**src/logic/rv_bus_pkg.sv**
```systemverilog
`default_nettype none

package rv_bus_pkg;

    // wishbone side
    localparam int BUS_DW    = 32;
    localparam int BUS_AW    = 64;
    localparam int BUS_SEL_W = 4;
    // core side carries a whole doubleword
    localparam int MEM_DW    = 2 * BUS_DW;

    // request from execute, held until done
    typedef struct packed {
        logic              valid;
        logic              write;
        logic              double;
        logic [BUS_AW-1:0] addr;
        logic [MEM_DW-1:0] wdata;
    } mem_req_t;

    // single word sits in the low half
    typedef struct packed {
        logic              done;
        logic [MEM_DW-1:0] rdata;
    } mem_rsp_t;

    typedef struct packed {
        logic                 cyc;
        logic                 stb;
        logic                 we;
        logic [BUS_AW-1:0]    adr;
        logic [BUS_DW-1:0]    dat;
        logic [BUS_SEL_W-1:0] sel;
    } wb_m2s_t;

    typedef struct packed {
        logic              ack;
        logic [BUS_DW-1:0] dat;
    } wb_s2m_t;

endpackage

`default_nettype wire

```
**src/logic/rv_data_bus.sv**
```systemverilog
`timescale 1ns/1ps
`default_nettype none

module rv_data_bus (
    input  wire                       clk,
    input  wire                       reset,
    input  wire rv_bus_pkg::mem_req_t mem_req_i,
    input  wire rv_bus_pkg::wb_s2m_t  wb_i,
    output rv_bus_pkg::mem_rsp_t      mem_rsp_o,
    output rv_bus_pkg::wb_m2s_t       wb_o
);
    import rv_bus_pkg::*;

    typedef enum logic [1:0] {
        ST_IDLE,
        ST_LOW,
        ST_HIGH,
        ST_DONE
    } state_e;

    state_e            state_q;
    // cyc and stb always move together
    logic              cyc_q;
    // bus payload, stable while cyc_q is high
    logic              we_q;
    logic [BUS_AW-1:0] adr_q;
    logic [BUS_DW-1:0] dat_q;
    logic [MEM_DW-1:0] rdata_q;

    always_ff @(posedge clk or negedge reset) begin
        if (!reset) begin
            state_q <= ST_IDLE;
            cyc_q   <= 1'b0;
        end else begin
            case (state_q)
                ST_IDLE: if (mem_req_i.valid) begin
                    cyc_q   <= 1'b1;
                    state_q <= ST_LOW;
                end
                ST_LOW: if (wb_i.ack) begin
                    // cycle ends, high word if any starts one cycle later
                    cyc_q   <= 1'b0;
                    state_q <= mem_req_i.double ? ST_HIGH : ST_DONE;
                end
                ST_HIGH: begin
                    if (!cyc_q) begin
                        cyc_q <= 1'b1;
                    end else if (wb_i.ack) begin
                        cyc_q   <= 1'b0;
                        state_q <= ST_DONE;
                    end
                end
                default: state_q <= ST_IDLE;
            endcase
        end
    end

    always_ff @(posedge clk) begin
        if (state_q == ST_IDLE && mem_req_i.valid) begin
            adr_q <= mem_req_i.addr;
            dat_q <= mem_req_i.wdata[BUS_DW-1:0];
            we_q  <= mem_req_i.write;
        end
        if (state_q == ST_LOW && wb_i.ack) begin
            // low word first, high word at addr + 4
            rdata_q <= {{BUS_DW{1'b0}}, wb_i.dat};
            adr_q   <= mem_req_i.addr + BUS_AW'(4);
            dat_q   <= mem_req_i.wdata[MEM_DW-1:BUS_DW];
        end
        if (state_q == ST_HIGH && cyc_q && wb_i.ack) begin
            rdata_q[MEM_DW-1:BUS_DW] <= wb_i.dat;
        end
    end

    assign wb_o = '{
        cyc: cyc_q,
        stb: cyc_q,
        we:  we_q,
        adr: adr_q,
        dat: dat_q,
        sel: {BUS_SEL_W{1'b1}}
    };

    // one-cycle pulse, read data valid with it
    assign mem_rsp_o = '{done: (state_q == ST_DONE), rdata: rdata_q};

endmodule

`default_nettype wire

```
**config.mk**
```make
export PLATFORM = sky130hd
export DESIGN_NAME = rv_data_bus
export DESIGN_NICKNAME = d
export VERILOG_FILES = /design/src/logic/rv_bus_pkg.sv /design/src/logic/rv_data_bus.sv
export SDC_FILE = /design/constraint.sdc
export NUM_CORES = 1
export LEC_CHECK = 0
export ABC_AREA = 1
export BUFFER_PORTS_ARGS = -buffer_cell sky130_fd_sc_hd__buf_2
export CAP_MARGIN = 0
export CORE_ASPECT_RATIO = 0.75
export CORE_MARGIN = 2
export CORE_UTILIZATION = 48
export CTS_CLUSTER_DIAMETER = 80
export CTS_CLUSTER_SIZE = 10
export DETAILED_ROUTE_END_ITERATION = 7
export HOLD_SLACK_MARGIN = 0.15
export PLACE_DENSITY = 0.8
export SYNTH_ARGS = -nofsm -noshare
export SYNTH_HDL_FRONTEND = slang
export SYNTH_SLANG_ARGS = --single-unit
```
**constraint.sdc**
```tcl
create_clock -name clk -period 4.7 [get_ports clk]
set_input_delay 0.705 -clock clk [delete_from_list [all_inputs] [get_ports clk]]
set_output_delay 0.705 -clock clk [all_outputs]
set_load 0.01 [all_outputs]
```
==> report_table.html, run 1 <==
<table>
<tr><th>Metric</th><th>Value</th></tr>
<tr><th colspan="2">Outcome</th></tr>
<tr><td>Status</td><td>completed</td></tr>
<tr><th colspan="2">STA</th></tr>
<tr><td>Highest achievable clock rate</td><td>0.3796 GHz</td></tr>
<tr><td>Count of final max-slew check failures</td><td>0</td></tr>
<tr><td>Final Setup Violations</td><td>0</td></tr>
<tr><td>Worst Slack Setup Final</td><td>2065 ps</td></tr>
<tr><td>Final cycle utilization of the critical path</td><td>56.05%</td></tr>
<tr><td>Actual slew at the worst max-slew pin</td><td>790.7 ps</td></tr>
<tr><td>Setup skew after layout</td><td>7.843 ps</td></tr>
<tr><td>Worst slew margin</td><td>47.28%</td></tr>
<tr><td>RSZ-0062 raised after global routing</td><td>no</td></tr>
<tr><td>Hold_ws</td><td>448.8 ps</td></tr>
<tr><td>Count of endpoints failing hold in the final timing report</td><td>0</td></tr>
<tr><td>Clock period minus worst slack</td><td>2635 ps</td></tr>
<tr><td>Final-layout setup total negative slack</td><td>0 ps</td></tr>
<tr><th colspan="2">Logic synthesis</th></tr>
<tr><td>Top cells by area, synth</td><td>sky130_fd_sc_hd__edfxtp_1, sky130_fd_sc_hd__nand2_1, sky130_fd_sc_hd__nor2_1</td></tr>
<tr><td>Share of flip-flops with an asynchronous set or reset</td><td>1.829%</td></tr>
<tr><td>Synthesized instance count</td><td>800</td></tr>
<tr><td>Number of synthesized register bits</td><td>164</td></tr>
<tr><td>Library cell occupying the most area in the post-synthesis netlist</td><td>sky130_fd_sc_hd__edfxtp_1</td></tr>
<tr><td>Count of synthesis-stage warnings from yosys</td><td>0</td></tr>
<tr><td>Yosys cell types</td><td>35</td></tr>
<tr><td>Number of enable flip-flop cells after synthesis</td><td>161</td></tr>
<tr><td>Area of the mapped netlist</td><td>7888 sq um</td></tr>
<tr><td>Share of the yosys chip area belonging to registers</td><td>62.25%</td></tr>
<tr><td>Syn_area_per_cell</td><td>9.859 sq um</td></tr>
<tr><td>Most frequently used flop master after synthesis</td><td>sky130_fd_sc_hd__edfxtp_1</td></tr>
<tr><td>Portion of synthesized cell area occupied by the leading cell type</td><td>61.29%</td></tr>
<tr><th colspan="2">Routing</th></tr>
<tr><td>Starting DRC count in detailed routing</td><td>771</td></tr>
<tr><td>DR pass1 iterations</td><td>5</td></tr>
<tr><td>Remaining DRCs</td><td>0</td></tr>
<tr><td>Total number of vias</td><td>6,959</td></tr>
<tr><td>Final Routed Wirelength</td><td>24,220 um</td></tr>
<tr><td>Vias per cell</td><td>5.094</td></tr>
<tr><td>Residual antenna-violating net count after detailed routing</td><td>0</td></tr>
<tr><td>Routed wirelength normalized by instance count</td><td>17.73 um</td></tr>
<tr><th colspan="2">Clocking</th></tr>
<tr><td>Clock transition at the registers of the reported paths</td><td>80 ps</td></tr>
<tr><td>Clk Tree Root Cell</td><td>sky130_fd_sc_hd__clkbuf_16</td></tr>
<tr><td>Number of H-tree branching levels</td><td>4</td></tr>
<tr><td>Number of buffers added for setup after CTS</td><td>0</td></tr>
<tr><td>Number of clock sinks</td><td>164</td></tr>
<tr><td>TritonCTS clock tree</td><td>done</td></tr>
<tr><td>Worst-case clock buffer depth</td><td>2</td></tr>
<tr><td>Gates resized, CTS repair</td><td>0</td></tr>
<tr><td>Clock latency at the later pin of the worst-skew pair</td><td>430 ps</td></tr>
<tr><td>TritonCTS Buffers</td><td>17</td></tr>
<tr><th colspan="2">Layout</th></tr>
<tr><td>Net count of the finished layout</td><td>1,311</td></tr>
<tr><td>Leading cell types in the layout, fill and taps excluded</td><td>sky130_fd_sc_hd__buf_2, sky130_fd_sc_hd__nand2_1, sky130_fd_sc_hd__edfxtp_1</td></tr>
<tr><td>Commonest non-fill, non-tap cell in the layout</td><td>sky130_fd_sc_hd__buf_2</td></tr>
<tr><td>Post-route cell area</td><td>10,400 sq um</td></tr>
<tr><td>Post-layout util</td><td>64.73%</td></tr>
<tr><td>Number of fillers in the final layout</td><td>1,331</td></tr>
<tr><td>Final standard cell count with taps included and fillers excluded</td><td>1,366</td></tr>
<tr><td>Growth of design area from synthesis to finish</td><td>31.84%</td></tr>
<tr><td>Share of layout cells above drive strength 1</td><td>34.46%</td></tr>
<tr><th colspan="2">Global route</th></tr>
<tr><td>Remaining global-route overflow</td><td>0</td></tr>
<tr><td>Initial antenna violation count</td><td>2</td></tr>
<tr><td>Wire length of the first global-routing pass</td><td>36,110 um</td></tr>
<tr><td>Total global-route track usage</td><td>27.48%</td></tr>
<tr><td>Maximum number of pins on one net before global-route repair</td><td>65</td></tr>
<tr><td>Number of global-route vias before repair</td><td>6,413</td></tr>
<tr><th colspan="2">Run</th></tr>
<tr><td>Number of violations of the max-capacitance limit</td><td>0</td></tr>
<tr><th colspan="2">Setup path</th></tr>
<tr><td>Critical path buffers and inverters</td><td>2</td></tr>
<tr><td>Slowest stage delay, CP</td><td>650 ps</td></tr>
<tr><td>Category of the worst setup path capture point</td><td>flip-flop</td></tr>
<tr><td>Startpoint-to-endpoint class of the critical path</td><td>reg -&gt; reg</td></tr>
<tr><td>Maximum net fanout on the critical path</td><td>50</td></tr>
<tr><td>Critical-path cell list</td><td>inv_1, ha_1, nand2_4, nand2_4, buf_4</td></tr>
<tr><td>R2r endpoint</td><td>adr_q[23]$_DFFE_PP_</td></tr>
<tr><td>Source of the worst register-to-register timing path</td><td>state_q[1]$_DFFE_PN0P_</td></tr>
<tr><td>Critical path required time</td><td>4800 ps</td></tr>
<tr><td>Startpoint type of the worst setup path</td><td>flip-flop</td></tr>
<tr><td>Worst EP arrival</td><td>2740 ps</td></tr>
<tr><td>CP delay by family, top</td><td>simple AND/OR/NAND/NOR gates</td></tr>
<tr><td>Register-to-Register Setup Slack</td><td>2070 ps</td></tr>
<tr><td>CP max stage cell</td><td>sky130_fd_sc_hd__nand2_4</td></tr>
<tr><td>Depth of the worst register-to-register path</td><td>5</td></tr>
<tr><td>Cell repeated most along the worst path</td><td>sky130_fd_sc_hd__nand2_4</td></tr>
<tr><th colspan="2">Power and ir drop</th></tr>
<tr><td>NetSw</td><td>1.570 mW</td></tr>
<tr><td>Cell internal pwr</td><td>3.161 mW</td></tr>
<tr><td>Max IR drop VDD</td><td>0.0002520 V</td></tr>
<tr><td>Clock network fraction of total power</td><td>30.0%</td></tr>
<tr><td>Register share of total power</td><td>45.6%</td></tr>
<tr><td>Proportion of power drawn by combinational gates</td><td>24.3%</td></tr>
<tr><td>Total leakage power</td><td>4.722 nW</td></tr>
<tr><td>Fraction of power spent switching nets</td><td>33.19%</td></tr>
<tr><td>Pwr dens</td><td>455.0 nW/um^2</td></tr>
<tr><td>Total Power</td><td>4.732 mW</td></tr>
<tr><th colspan="2">Placement</th></tr>
<tr><td>Number of port buffers</td><td>329</td></tr>
<tr><td>Number of cells in the design after placement</td><td>1,329</td></tr>
<tr><td>Area post-placement</td><td>9747 sq um</td></tr>
<tr><td>Detailed placer's ending HPWL</td><td>18,900 um</td></tr>
<tr><td>Setup WS pre-CTS</td><td>2014 ps</td></tr>
<tr><td>Placer Congestion</td><td>0.9784</td></tr>
<tr><th colspan="2">Floorplan</th></tr>
<tr><td>Total I/O pin count</td><td>334</td></tr>
<tr><td>Core outline area</td><td>16,070 sq um</td></tr>
<tr><td>Horizontal die dimension</td><td>152.0 um</td></tr>
<tr><td>Die H</td><td>115.0 um</td></tr>
<tr><td>Floorplan row count</td><td>40</td></tr>
<tr><td>Initial core utilization</td><td>49.10%</td></tr>
<tr><td>Die Area</td><td>17,480 sq um</td></tr>
<tr><th colspan="2">Min path</th></tr>
<tr><td>Endpoint, Worst Hold</td><td>adr_q[0]$_DFFE_PP_</td></tr>
<tr><td>Min-Delay Path Depth</td><td>1</td></tr>
<tr><td>Worst min-delay path category</td><td>in -&gt; reg</td></tr>
<tr><td>Hold path start</td><td>mem_req_i[64]</td></tr>
</table>
## power by group through the flow
stage	logic, mW	clock network (mW)	registers [mW]
after global placement	1.13	0	2.18
final	1.15	1.42	2.16
after detailed placement	1.16	0	2.19
after global routing	1.25	1.51	2.19
after CTS	1.17	1.44	2.16
after floorplan	0.432	0	2.37
## Yosys cell counts, types with 2 or more instances
cell type and instances:
sky130_fd_sc_hd__nand2_1 248, sky130_fd_sc_hd__edfxtp_1 161, sky130_fd_sc_hd__nor2_1 109, sky130_fd_sc_hd__inv_1 97, sky130_fd_sc_hd__nand3_1 34, sky130_fd_sc_hd__xor2_1 24
sky130_fd_sc_hd__xnor2_1 22, sky130_fd_sc_hd__nand4_1 16, sky130_fd_sc_hd__nor2_2 15, sky130_fd_sc_hd__nor3_1 14, sky130_fd_sc_hd__buf_4 7, sky130_fd_sc_hd__clkbuf_1 6
sky130_fd_sc_hd__ha_1 6, sky130_fd_sc_hd__nand3b_1 5, sky130_fd_sc_hd__buf_2 4, sky130_fd_sc_hd__nand3_2 4, sky130_fd_sc_hd__nor2_4 4, sky130_fd_sc_hd__dfrtp_1 3
sky130_fd_sc_hd__nand2_2 3, sky130_fd_sc_hd__and2_1 2, sky130_fd_sc_hd__nor4_1 2
## layout make-up
cell class	instances	area, sq um	area share, %
Antenna cell	4	10.01	0.09626
Multi-Input combinational cell	522	2517	24.21
Clock buffer	17	425.4	4.091
Clock inverter	15	206.4	1.985
Sequential cell	164	4910	47.21
Inverter	99	372.9	3.586
Tap cell	210	262.8	2.527
Timing Repair Buffer	335	1694	16.29
## state kept, by name (all words and copies together), names as in the netlist
signal and flops:
rdata_q 64, state_q 2, we_q 1, dat_q 32
cyc_q 1, adr_q 64
## kinds of logic after synthesis
family                     share of synthesized area (%)
other                                            0.04754
xor gates and xnor gates                           5.108
and+or+nand+nor                                    24.98
AOI/OAI and AO/OA                                 0.5870
DFF                                                62.25
adders and majority gates                         0.9518
buffers and inverters                              6.075
## worst max-delay path by stage
stage | startpoint | end | slack [ps] | depth (start not counted)
2_1_floorplan | state_q[1]$_DFFE_PN0P_ | adr_q[0]$_DFFE_PP_ | 950 | 6
3_3_place_gp | wb_i[32] | dat_q[10]$_DFFE_PP_ | 2060 | 4
3_5_place_dp | wb_i[32] | dat_q[10]$_DFFE_PP_ | 2010 | 4
4_1_cts | state_q[1]$_DFFE_PN0P_ | dat_q[17]$_DFFE_PP_ | 2050 | 5
5_1_grt | state_q[1]$_DFFE_PN0P_ | adr_q[17]$_DFFE_PP_ | 1870 | 5
6_report | state_q[1]$_DFFE_PN0P_ | adr_q[23]$_DFFE_PP_ | 2070 | 5
## per-layer routing
layer	part of all wire [%]	up-vias	track usage (%)
li1	-	3270	-
met1	41	3235	37.65
met2	47	420	44.08
met4	2.2	0	8.660
met5	0	-	0
met3	10	34	6.521
## what timing repair did
action | in CTS | in global routing
setup endpoints to repair | 0 | 0
hold buffers | 1 | 0
endpoints found under the hold margin | 3 | 0
Power figures use the tool's default switching activity.
==> inputs of run 2 (changes only) <==
ABC_AREA = 0   (was 1)
CORE_UTILIZATION = 42   (was 48)
PLACE_DENSITY = 0.76   (was 0.8)
clock period = 2.4 ns   (was 4.7 ns; I/O delays follow)
==> run 2 against run 1 <==
Compared with the run above: critical path depth is 4 higher; wire length is 20% lower; clock skew is 0.80 ps higher; first-iteration DRC count is 58% lower; largest power group unchanged.
==> report_table.html, run 2 <==
<table>
<tr><th>Metric</th><th>Value</th></tr>
<tr><th colspan="2">Logic synthesis</th></tr>
<tr><td>Number of synthesized register bits</td><td>164 (unchanged)</td></tr>
<tr><td>Share of the yosys chip area belonging to registers</td><td>69.15% (+6.9 points)</td></tr>
<tr><td>Syn_area_per_cell</td><td>14.64 sq um (+48%)</td></tr>
<tr><td>Number of enable flip-flop cells after synthesis</td><td>161 (unchanged)</td></tr>
<tr><td>Share of flip-flops with an asynchronous set or reset</td><td>1.829% (unchanged)</td></tr>
<tr><td>Top cells by area, synth</td><td>sky130_fd_sc_hd__edfxtp_1, sky130_fd_sc_hd__mux2_2, sky130_fd_sc_hd__xor2_1</td></tr>
<tr><td>Most frequently used flop master after synthesis</td><td>sky130_fd_sc_hd__edfxtp_1</td></tr>
<tr><td>List of most frequent post-synthesis cells</td><td>sky130_fd_sc_hd__edfxtp_1, sky130_fd_sc_hd__xor2_1, sky130_fd_sc_hd__and2_1, sky130_fd_sc_hd__mux2_2, sky130_fd_sc_hd__nand2_1</td></tr>
<tr><td>Library cell occupying the most area in the post-synthesis netlist</td><td>sky130_fd_sc_hd__edfxtp_1</td></tr>
<tr><td>Most frequently used cell type in the post-synthesis netlist</td><td>sky130_fd_sc_hd__edfxtp_1</td></tr>
<tr><td>Count of synthesis-stage warnings from yosys</td><td>0 (unchanged)</td></tr>
<tr><td>Synthesized instance count</td><td>485 (-39%)</td></tr>
<tr><td>Area of the mapped netlist</td><td>7101 sq um (-10%)</td></tr>
<tr><td>Portion of synthesized cell area occupied by the leading cell type</td><td>68.09% (+6.8 points)</td></tr>
<tr><td>Yosys cell types</td><td>37 (+5.7%)</td></tr>
<tr><th colspan="2">Power and ir drop</th></tr>
<tr><td>Total leakage power</td><td>4.190 nW (-11%)</td></tr>
<tr><td>Clock network fraction of total power</td><td>27.2% (-2.8 points)</td></tr>
<tr><td>Register share of total power</td><td>45.5% (about the same)</td></tr>
<tr><td>Max IR drop VDD</td><td>0.0005026 V (+99%)</td></tr>
<tr><td>Total Power</td><td>9.554 mW (+100%)</td></tr>
<tr><td>NetSw</td><td>3.003 mW (+91%)</td></tr>
<tr><td>Fraction of power spent switching nets</td><td>31.44% (-1.8 points)</td></tr>
<tr><td>Cell internal pwr</td><td>6.551 mW (+110%)</td></tr>
<tr><td>Pwr dens</td><td>948.9 nW/um^2 (+110%)</td></tr>
<tr><td>Proportion of power drawn by combinational gates</td><td>27.3% (+3.0 points)</td></tr>
<tr><th colspan="2">Setup path</th></tr>
<tr><td>Startpoint-to-endpoint class of the critical path</td><td>reg -&gt; reg</td></tr>
<tr><td>Startpoint type of the worst setup path</td><td>flip-flop</td></tr>
<tr><td>Start point of the critical path</td><td>state_q[1]$_DFFE_PN0P_</td></tr>
<tr><td>Critical-path cell list</td><td>inv_2, ha_4, nand2_1, nor3_1, buf_4, nand3_1, buf_4, nor4_1, xor2_1</td></tr>
<tr><td>CP delay by family, top</td><td>simple AND/OR/NAND/NOR gates</td></tr>
<tr><td>Critical Path End</td><td>adr_q[53]$_DFFE_PP_</td></tr>
<tr><td>Source of the worst register-to-register timing path</td><td>state_q[1]$_DFFE_PN0P_</td></tr>
<tr><td>R2r endpoint</td><td>adr_q[53]$_DFFE_PP_</td></tr>
<tr><td>Depth of the worst register-to-register path</td><td>9 (+4)</td></tr>
<tr><td>Critical path buffers and inverters</td><td>3 (+1)</td></tr>
<tr><td>Maximum net fanout on the critical path</td><td>21 (-58%)</td></tr>
<tr><td>Levels on crit path</td><td>9 (+4)</td></tr>
<tr><td>Category of the worst setup path capture point</td><td>flip-flop</td></tr>
<tr><td>Slowest stage delay, CP</td><td>430 ps (-220 ps)</td></tr>
<tr><td>Worst EP arrival</td><td>2350 ps (-390 ps)</td></tr>
<tr><td>Register-to-Register Setup Slack</td><td>200 ps (-1860 ps)</td></tr>
<tr><td>Cell repeated most along the worst path</td><td>sky130_fd_sc_hd__buf_4</td></tr>
<tr><td>Critical path required time</td><td>2550 ps (-2250 ps)</td></tr>
<tr><td>CP max stage cell</td><td>sky130_fd_sc_hd__dfrtp_1</td></tr>
<tr><th colspan="2">Clocking</th></tr>
<tr><td>Clock latency at the later pin of the worst-skew pair</td><td>420 ps (about the same)</td></tr>
<tr><td>Clock transition at the registers of the reported paths</td><td>70 ps (about the same)</td></tr>
<tr><td>TritonCTS Buffers</td><td>17 (unchanged)</td></tr>
<tr><td>Clk Tree Root Cell</td><td>sky130_fd_sc_hd__clkbuf_16</td></tr>
<tr><td>Worst-case clock buffer depth</td><td>2 (unchanged)</td></tr>
<tr><td>Number of H-tree branching levels</td><td>4 (unchanged)</td></tr>
<tr><td>Number of clock sinks</td><td>164 (unchanged)</td></tr>
<tr><td>TritonCTS clock tree</td><td>done</td></tr>
<tr><th colspan="2">Layout</th></tr>
<tr><td>Growth of design area from synthesis to finish</td><td>41.80%</td></tr>
<tr><td>Post-layout util</td><td>60.39% (-4.3 points)</td></tr>
<tr><td>Share of layout cells above drive strength 1</td><td>48.53% (+14 points)</td></tr>
<tr><td>Final standard cell count with taps included and fillers excluded</td><td>1,099 (-20%)</td></tr>
<tr><td>Number of antenna cells inserted</td><td>0 (-4)</td></tr>
<tr><td>Post-route cell area</td><td>10,070 sq um (-3.2%)</td></tr>
<tr><td>Net count of the finished layout</td><td>1,043 (-20%)</td></tr>
<tr><td>Commonest non-fill, non-tap cell in the layout</td><td>sky130_fd_sc_hd__buf_2</td></tr>
<tr><td>Leading cell types in the layout, fill and taps excluded</td><td>sky130_fd_sc_hd__buf_2, sky130_fd_sc_hd__edfxtp_1, sky130_fd_sc_hd__xor2_1</td></tr>
<tr><td>Regs by FF count</td><td>adr_q x64, rdata_q x64, dat_q x32</td></tr>
<tr><th colspan="2">Routing</th></tr>
<tr><td>Total number of vias</td><td>5,329 (-23%)</td></tr>
<tr><td>Vias per cell</td><td>4.849 (-4.8%)</td></tr>
<tr><td>DR pass1 iterations</td><td>5 (unchanged)</td></tr>
<tr><td>Starting DRC count in detailed routing</td><td>322 (-58%)</td></tr>
<tr><td>Remaining DRCs</td><td>0 (unchanged)</td></tr>
<tr><td>Routed wirelength normalized by instance count</td><td>17.62 um (-0.61%)</td></tr>
<tr><td>Residual antenna-violating net count after detailed routing</td><td>0 (unchanged)</td></tr>
<tr><td>Final Routed Wirelength</td><td>19,360 um (-20%)</td></tr>
<tr><th colspan="2">STA</th></tr>
<tr><td>Final-layout setup total negative slack</td><td>0 ps (unchanged)</td></tr>
<tr><td>Count of endpoints failing hold in the final timing report</td><td>0 (unchanged)</td></tr>
<tr><td>Setup skew after layout</td><td>8.638 ps (+0.7950 ps)</td></tr>
<tr><td>Final Setup Violations</td><td>0 (unchanged)</td></tr>
<tr><td>Clock period minus worst slack</td><td>2199 ps (-435.8 ps)</td></tr>
<tr><td>Final cycle utilization of the critical path</td><td>91.62% (+36 points)</td></tr>
<tr><td>Hold_ws</td><td>233.1 ps (-215.6 ps)</td></tr>
<tr><td>RSZ-0062 raised after global routing</td><td>no</td></tr>
<tr><td>Count of final max-slew check failures</td><td>0 (unchanged)</td></tr>
<tr><td>Highest achievable clock rate</td><td>0.4548 GHz (+20%)</td></tr>
<tr><td>Worst Slack Setup Final</td><td>201.2 ps (-1864 ps)</td></tr>
<tr><th colspan="2">Placement</th></tr>
<tr><td>Setup WS pre-CTS</td><td>170.2 ps (-1844 ps)</td></tr>
<tr><td>Number of port buffers</td><td>329 (unchanged)</td></tr>
<tr><td>Number of cells in the design after placement</td><td>1,030 (-22%)</td></tr>
<tr><td>Detailed placer's ending HPWL</td><td>14,650 um (-22%)</td></tr>
<tr><td>Area post-placement</td><td>9130 sq um (-6.3%)</td></tr>
<tr><td>Placer Congestion</td><td>0.9205 (-5.9%)</td></tr>
<tr><th colspan="2">Floorplan</th></tr>
<tr><td>Core outline area</td><td>16,670 sq um (+3.8%)</td></tr>
<tr><td>Initial core utilization</td><td>42.59% (-6.5 points)</td></tr>
<tr><td>Total I/O pin count</td><td>334 (unchanged)</td></tr>
<tr><td>Floorplan row count</td><td>41 (+2.5%)</td></tr>
<tr><td>Die Area</td><td>17,970 sq um (+2.8%)</td></tr>
<tr><td>Die H</td><td>116.6 um (+1.4%)</td></tr>
<tr><td>Horizontal die dimension</td><td>154.1 um (+1.4%)</td></tr>
<tr><th colspan="2">Global route</th></tr>
<tr><td>Total global-route track usage</td><td>20.80% (-6.7 points)</td></tr>
<tr><td>Wire length of the first global-routing pass</td><td>28,230 um (-22%)</td></tr>
<tr><td>Remaining global-route overflow</td><td>0 (unchanged)</td></tr>
<tr><td>Initial antenna violation count</td><td>0 (-2)</td></tr>
<tr><td>Number of global-route vias before repair</td><td>5,120 (-20%)</td></tr>
<tr><td>Maximum number of pins on one net before global-route repair</td><td>59 (-9.2%)</td></tr>
<tr><th colspan="2">Min path</th></tr>
<tr><td>Worst min-delay path category</td><td>in -&gt; reg</td></tr>
<tr><td>Hold path start</td><td>mem_req_i[11]</td></tr>
<tr><td>Min-Delay Path Depth</td><td>2 (+1)</td></tr>
<tr><th colspan="2">Run</th></tr>
<tr><td>Number of violations of the max-capacitance limit</td><td>0 (unchanged)</td></tr>
<tr><th colspan="2">Outcome</th></tr>
<tr><td>Status</td><td>completed</td></tr>
</table>
run 2: cell type report:
| type | count | area, sq um |
|---|---|---|
| clock buffer | 17 | 425.4 |
| clock inverter | 15 | 132.6 |
| fill | 1305 | 6604 |
| inverter | 13 | 48.80 |
| multi-input combinational | 290 | 2063 |
| sequential | 164 | 4910 |
| tap | 215 | 269.0 |
| timing repair buffer | 385 | 2220 |
run 2: worst reg2reg max path: stages, from the launching register on:
cell and delay [ps]:
sky130_fd_sc_hd__dfrtp_1 430, sky130_fd_sc_hd__inv_2 110, sky130_fd_sc_hd__ha_4 160, sky130_fd_sc_hd__nand2_1 120
sky130_fd_sc_hd__nor3_1 210, sky130_fd_sc_hd__buf_4 160, sky130_fd_sc_hd__nand3_1 70, sky130_fd_sc_hd__buf_4 230
sky130_fd_sc_hd__nor4_1 320, sky130_fd_sc_hd__xor2_1 130
run 2: how the worst min path moves through the flow:
stage,endpoint
3_5_place_dp,cyc_q$_DFFE_PN0P_
2_1_floorplan,cyc_q$_DFFE_PN0P_
6_report,dat_q[11]$_DFFE_PP_
3_3_place_gp,cyc_q$_DFFE_PN0P_
4_1_cts,dat_q[11]$_DFFE_PP_
5_1_grt,dat_q[11]$_DFFE_PP_
run 2: cell families after synthesis:
kind of cell               after synthesis  share of synthesized area, %
adders and majority gates                6                         1.057
other                                    1                       0.05281
muxes                                   33                         5.234
AOI/OAI and AO/OA                        6                        0.4757
buffers and inverters                   34                         2.343
and+or+nand+nor                        180                         14.17
xor gates and xnor gates                61                         7.524
DFF                                    164                         69.15
run 2: what timing repair did:
item | CTS | global route
hold buffers | 36 | 0
hold endpoints to repair | 38 | 0
gates resized for setup | 0 | 2
buffers inserted | 0 | 1
setup endpoints to repair | 0 | 4
run 2: layer usage:
metal / part of all wire, % / track usage (%) / up-vias
met5: 0 / 0 / -
met4: 1.7 / 7.103 / 0
met3: 5.5 / 4.119 / 27
met2: 51 / 36.41 / 222
met1: 41 / 26.30 / 2533
li1: - / - / 2547
run 2: power groups by stage:
stage / Sequential [mW] / Clock [mW] / Combinational (mW)
floorplan: 4.79 / 0 / 0.886
global placement: 4.37 / 0 / 2.56
detailed placement: 4.41 / 0 / 2.57
CTS: 4.35 / 2.64 / 2.64
global route: 4.41 / 2.77 / 2.81
finish: 4.35 / 2.60 / 2.61
==> inputs of run 3 (changes only) <==
MAX_ROUTING_LAYER = met4   (was default)
SKIP_CTS_REPAIR_TIMING = 1   (was default)
==> run 3 against run 2 <==
Compared with the run above: critical path depth stayed put; cell count hardly changed; register-to-register slack better by 20 ps; worst setup slack improved by 16 ps; critical path type unchanged; largest power group unchanged.
==> report_table.html, run 3 (synthesis results as in run 2) <==
<table>
<tr><th>Metric</th><th>Value</th></tr>
<tr><th colspan="2">Outcome</th></tr>
<tr><td>Status</td><td>completed</td></tr>
<tr><th colspan="2">Setup path</th></tr>
<tr><td>Category of the worst setup path capture point</td><td>flip-flop</td></tr>
<tr><td>Register-to-Register Setup Slack</td><td>220 ps (+20 ps)</td></tr>
<tr><td>Critical path required time</td><td>2560 ps (about the same)</td></tr>
<tr><td>Worst EP arrival</td><td>2340 ps (about the same)</td></tr>
<tr><td>Startpoint type of the worst setup path</td><td>flip-flop</td></tr>
<tr><td>Maximum net fanout on the critical path</td><td>21 (unchanged)</td></tr>
<tr><td>Startpoint-to-endpoint class of the critical path</td><td>reg -&gt; reg</td></tr>
<tr><th colspan="2">Power and ir drop</th></tr>
<tr><td>Total Power</td><td>9.554 mW (about the same)</td></tr>
<tr><td>Pwr dens</td><td>949.9 nW/um^2 (+0.10%)</td></tr>
<tr><td>Max IR drop VDD</td><td>0.0005020 V (-0.12%)</td></tr>
<tr><td>Total leakage power</td><td>4.186 nW (about the same)</td></tr>
<tr><th colspan="2">Clocking</th></tr>
<tr><td>TritonCTS Buffers</td><td>17 (unchanged)</td></tr>
<tr><td>Clock transition at the registers of the reported paths</td><td>70 ps (about the same)</td></tr>
<tr><td>Clk Tree Root Cell</td><td>sky130_fd_sc_hd__clkbuf_16</td></tr>
<tr><td>Worst-case clock buffer depth</td><td>2 (unchanged)</td></tr>
<tr><td>Clock latency at the later pin of the worst-skew pair</td><td>420 ps (about the same)</td></tr>
<tr><td>Number of H-tree branching levels</td><td>4 (unchanged)</td></tr>
<tr><td>Number of clock sinks</td><td>164 (unchanged)</td></tr>
<tr><td>TritonCTS clock tree</td><td>done</td></tr>
<tr><th colspan="2">Layout</th></tr>
<tr><td>Footprint of the multi-input gates</td><td>2063 sq um (unchanged)</td></tr>
<tr><td>Commonest non-fill, non-tap cell in the layout</td><td>sky130_fd_sc_hd__buf_2</td></tr>
<tr><td>Number of fillers in the final layout</td><td>1,312 (+0.54%)</td></tr>
<tr><td>Net count of the finished layout</td><td>1,042 (-0.096%)</td></tr>
<tr><td>Number of antenna cells inserted</td><td>0 (unchanged)</td></tr>
<tr><td>Area used by sequential logic in the layout</td><td>4910 sq um (unchanged)</td></tr>
<tr><td>Regs by FF count</td><td>adr_q x64, rdata_q x64, dat_q x32</td></tr>
<tr><td>Growth of design area from synthesis to finish</td><td>41.66% (about the same)</td></tr>
<tr><td>Final standard cell count with taps included and fillers excluded</td><td>1,098 (-0.091%)</td></tr>
<tr><td>Leading cell types in the layout, fill and taps excluded</td><td>sky130_fd_sc_hd__buf_2, sky130_fd_sc_hd__edfxtp_1, sky130_fd_sc_hd__xor2_1</td></tr>
<tr><td>Share of layout cells above drive strength 1</td><td>48.58% (+0.055 points)</td></tr>
<tr><th colspan="2">Global route</th></tr>
<tr><td>Initial antenna violation count</td><td>0 (unchanged)</td></tr>
<tr><td>Wire length of the first global-routing pass</td><td>27,080 um (-4.1%)</td></tr>
<tr><td>Maximum number of pins on one net before global-route repair</td><td>59 (unchanged)</td></tr>
<tr><td>Remaining global-route overflow</td><td>0 (unchanged)</td></tr>
<tr><td>Total global-route track usage</td><td>20.67% (-0.13 points)</td></tr>
<tr><td>Number of global-route vias before repair</td><td>4,877 (-4.7%)</td></tr>
<tr><th colspan="2">Run</th></tr>
<tr><td>Number of violations of the max-capacitance limit</td><td>0 (unchanged)</td></tr>
<tr><th colspan="2">Placement</th></tr>
<tr><td>Number of port buffers</td><td>329 (unchanged)</td></tr>
<tr><td>Number of cells in the design after placement</td><td>1,030 (unchanged)</td></tr>
<tr><td>Setup WS pre-CTS</td><td>170.2 ps (unchanged)</td></tr>
<tr><td>Detailed placer's ending HPWL</td><td>14,650 um (unchanged)</td></tr>
<tr><td>Placer Congestion</td><td>0.9367 (+1.8%)</td></tr>
<tr><th colspan="2">Routing</th></tr>
<tr><td>Starting DRC count in detailed routing</td><td>328 (+1.9%)</td></tr>
<tr><td>DR pass1 iterations</td><td>7 (+2)</td></tr>
<tr><td>Vias per cell</td><td>4.863 (+0.30%)</td></tr>
<tr><td>Total number of vias</td><td>5,340 (+0.21%)</td></tr>
<tr><td>Residual antenna-violating net count after detailed routing</td><td>0 (unchanged)</td></tr>
<tr><td>Remaining DRCs</td><td>0 (unchanged)</td></tr>
<tr><td>Routed wirelength normalized by instance count</td><td>17.68 um (+0.35%)</td></tr>
<tr><td>Final Routed Wirelength</td><td>19,410 um (+0.26%)</td></tr>
<tr><th colspan="2">STA</th></tr>
<tr><td>Final cycle utilization of the critical path</td><td>90.95% (-0.66 points)</td></tr>
<tr><td>Count of final max-slew check failures</td><td>0 (unchanged)</td></tr>
<tr><td>Worst Slack Setup Final</td><td>217.1 ps (+15.96 ps)</td></tr>
<tr><td>Final-layout setup total negative slack</td><td>0 ps (unchanged)</td></tr>
<tr><td>Highest achievable clock rate</td><td>0.4581 GHz (+0.73%)</td></tr>
<tr><td>Setup skew after layout</td><td>6.941 ps (-1.697 ps)</td></tr>
<tr><td>Count of endpoints failing hold in the final timing report</td><td>0 (unchanged)</td></tr>
<tr><td>Final Setup Violations</td><td>0 (unchanged)</td></tr>
<tr><td>Clock period minus worst slack</td><td>2183 ps (-15.96 ps)</td></tr>
<tr><th colspan="2">Floorplan</th></tr>
<tr><td>Horizontal die dimension</td><td>154.1 um (unchanged)</td></tr>
<tr><td>Die Area</td><td>17,970 sq um (unchanged)</td></tr>
<tr><td>Total I/O pin count</td><td>334 (unchanged)</td></tr>
<tr><td>Die H</td><td>116.6 um (unchanged)</td></tr>
<tr><td>Initial core utilization</td><td>42.59% (unchanged)</td></tr>
<tr><td>Floorplan row count</td><td>41 (unchanged)</td></tr>
<tr><td>Core outline area</td><td>16,670 sq um (unchanged)</td></tr>
<tr><th colspan="2">Min path</th></tr>
<tr><td>Worst min-delay path category</td><td>in -&gt; reg</td></tr>
</table>
==> run 3: changes by cell type in the layout (fill, tap and decap cells not counted) <==
| cell | delta |
|---|---|
| sky130_fd_sc_hd__dlygate4sd3_1 | -1 |
==> run 3: path summary, 6_finish.rpt <==
| kind | startpoint | to | cells after the start |
|---|---|---|---|
| min reg2reg | state_q[1]$_DFFE_PN0P_ | state_q[1]$_DFFE_PN0P_ | 2 |
| max in group asynchronous | reset | cyc_q$_DFFE_PN0P_ | 2 |
| max reg2reg | state_q[1]$_DFFE_PN0P_ | adr_q[29]$_DFFE_PP_ | 9 |
| min | wb_i[0] | rdata_q[0]$_DFFE_PP_ | 1 |
| min in group asynchronous | reset | state_q[0]$_DFFE_PN0P_ | 2 |
| max | state_q[1]$_DFFE_PN0P_ | adr_q[29]$_DFFE_PP_ | 9 |
==> run 3: cell type report <==
class,instances,share of cell area (%)
clock buffers,17,4.229
clock inverters,15,1.319
inverters,13,0.4851
multi-input cells,290,20.51
flip-flops and latches,164,48.81
well taps,215,2.674
repair buffers,384,21.97
==> run 3: worst max-delay path, cell delays in order (launching register included) <==
cell and delay [ps]:
sky130_fd_sc_hd__dfrtp_1 430, sky130_fd_sc_hd__inv_2 110, sky130_fd_sc_hd__ha_4 160, sky130_fd_sc_hd__nand2_1 120, sky130_fd_sc_hd__nor3_1 210, sky130_fd_sc_hd__buf_4 160, sky130_fd_sc_hd__nand3_1 70, sky130_fd_sc_hd__buf_4 240
sky130_fd_sc_hd__nor4_1 340, sky130_fd_sc_hd__xor2_1 110
==> run 3: power by group <==
| part | switching, mW | internal, mW |
|---|---|---|
| clock | 1.23 | 1.37 |
| combinational | 1.58 | 1.03 |
| sequential | 0.200 | 4.15 |
| total | 3.01 | 6.55 |
==> run 3: routing by layer <==
layer	vias to the layer above	routed length [um]	share of wire [%]	track usage, %
li1	2545	-	-	-
met1	2542	8147	42	26.21
met2	230	10000	52	34.62
met3	23	981	5.1	3.488
met4	0	283	1.5	6.293
met5	-	0	0	-
==> run 3: per-stage QoR <==
stage	utilization (%)	hold slack [ps]	cell area [sq um]
5_1_grt	60.33	158.4	10060
3_3_place_gp	54.76	164.4	9130
6_report	60.33	171.7	10060
2_1_floorplan	-	64.41	7158
4_1_cts	58.11	-287.7	9688
3_5_place_dp	54.76	166.2	9130
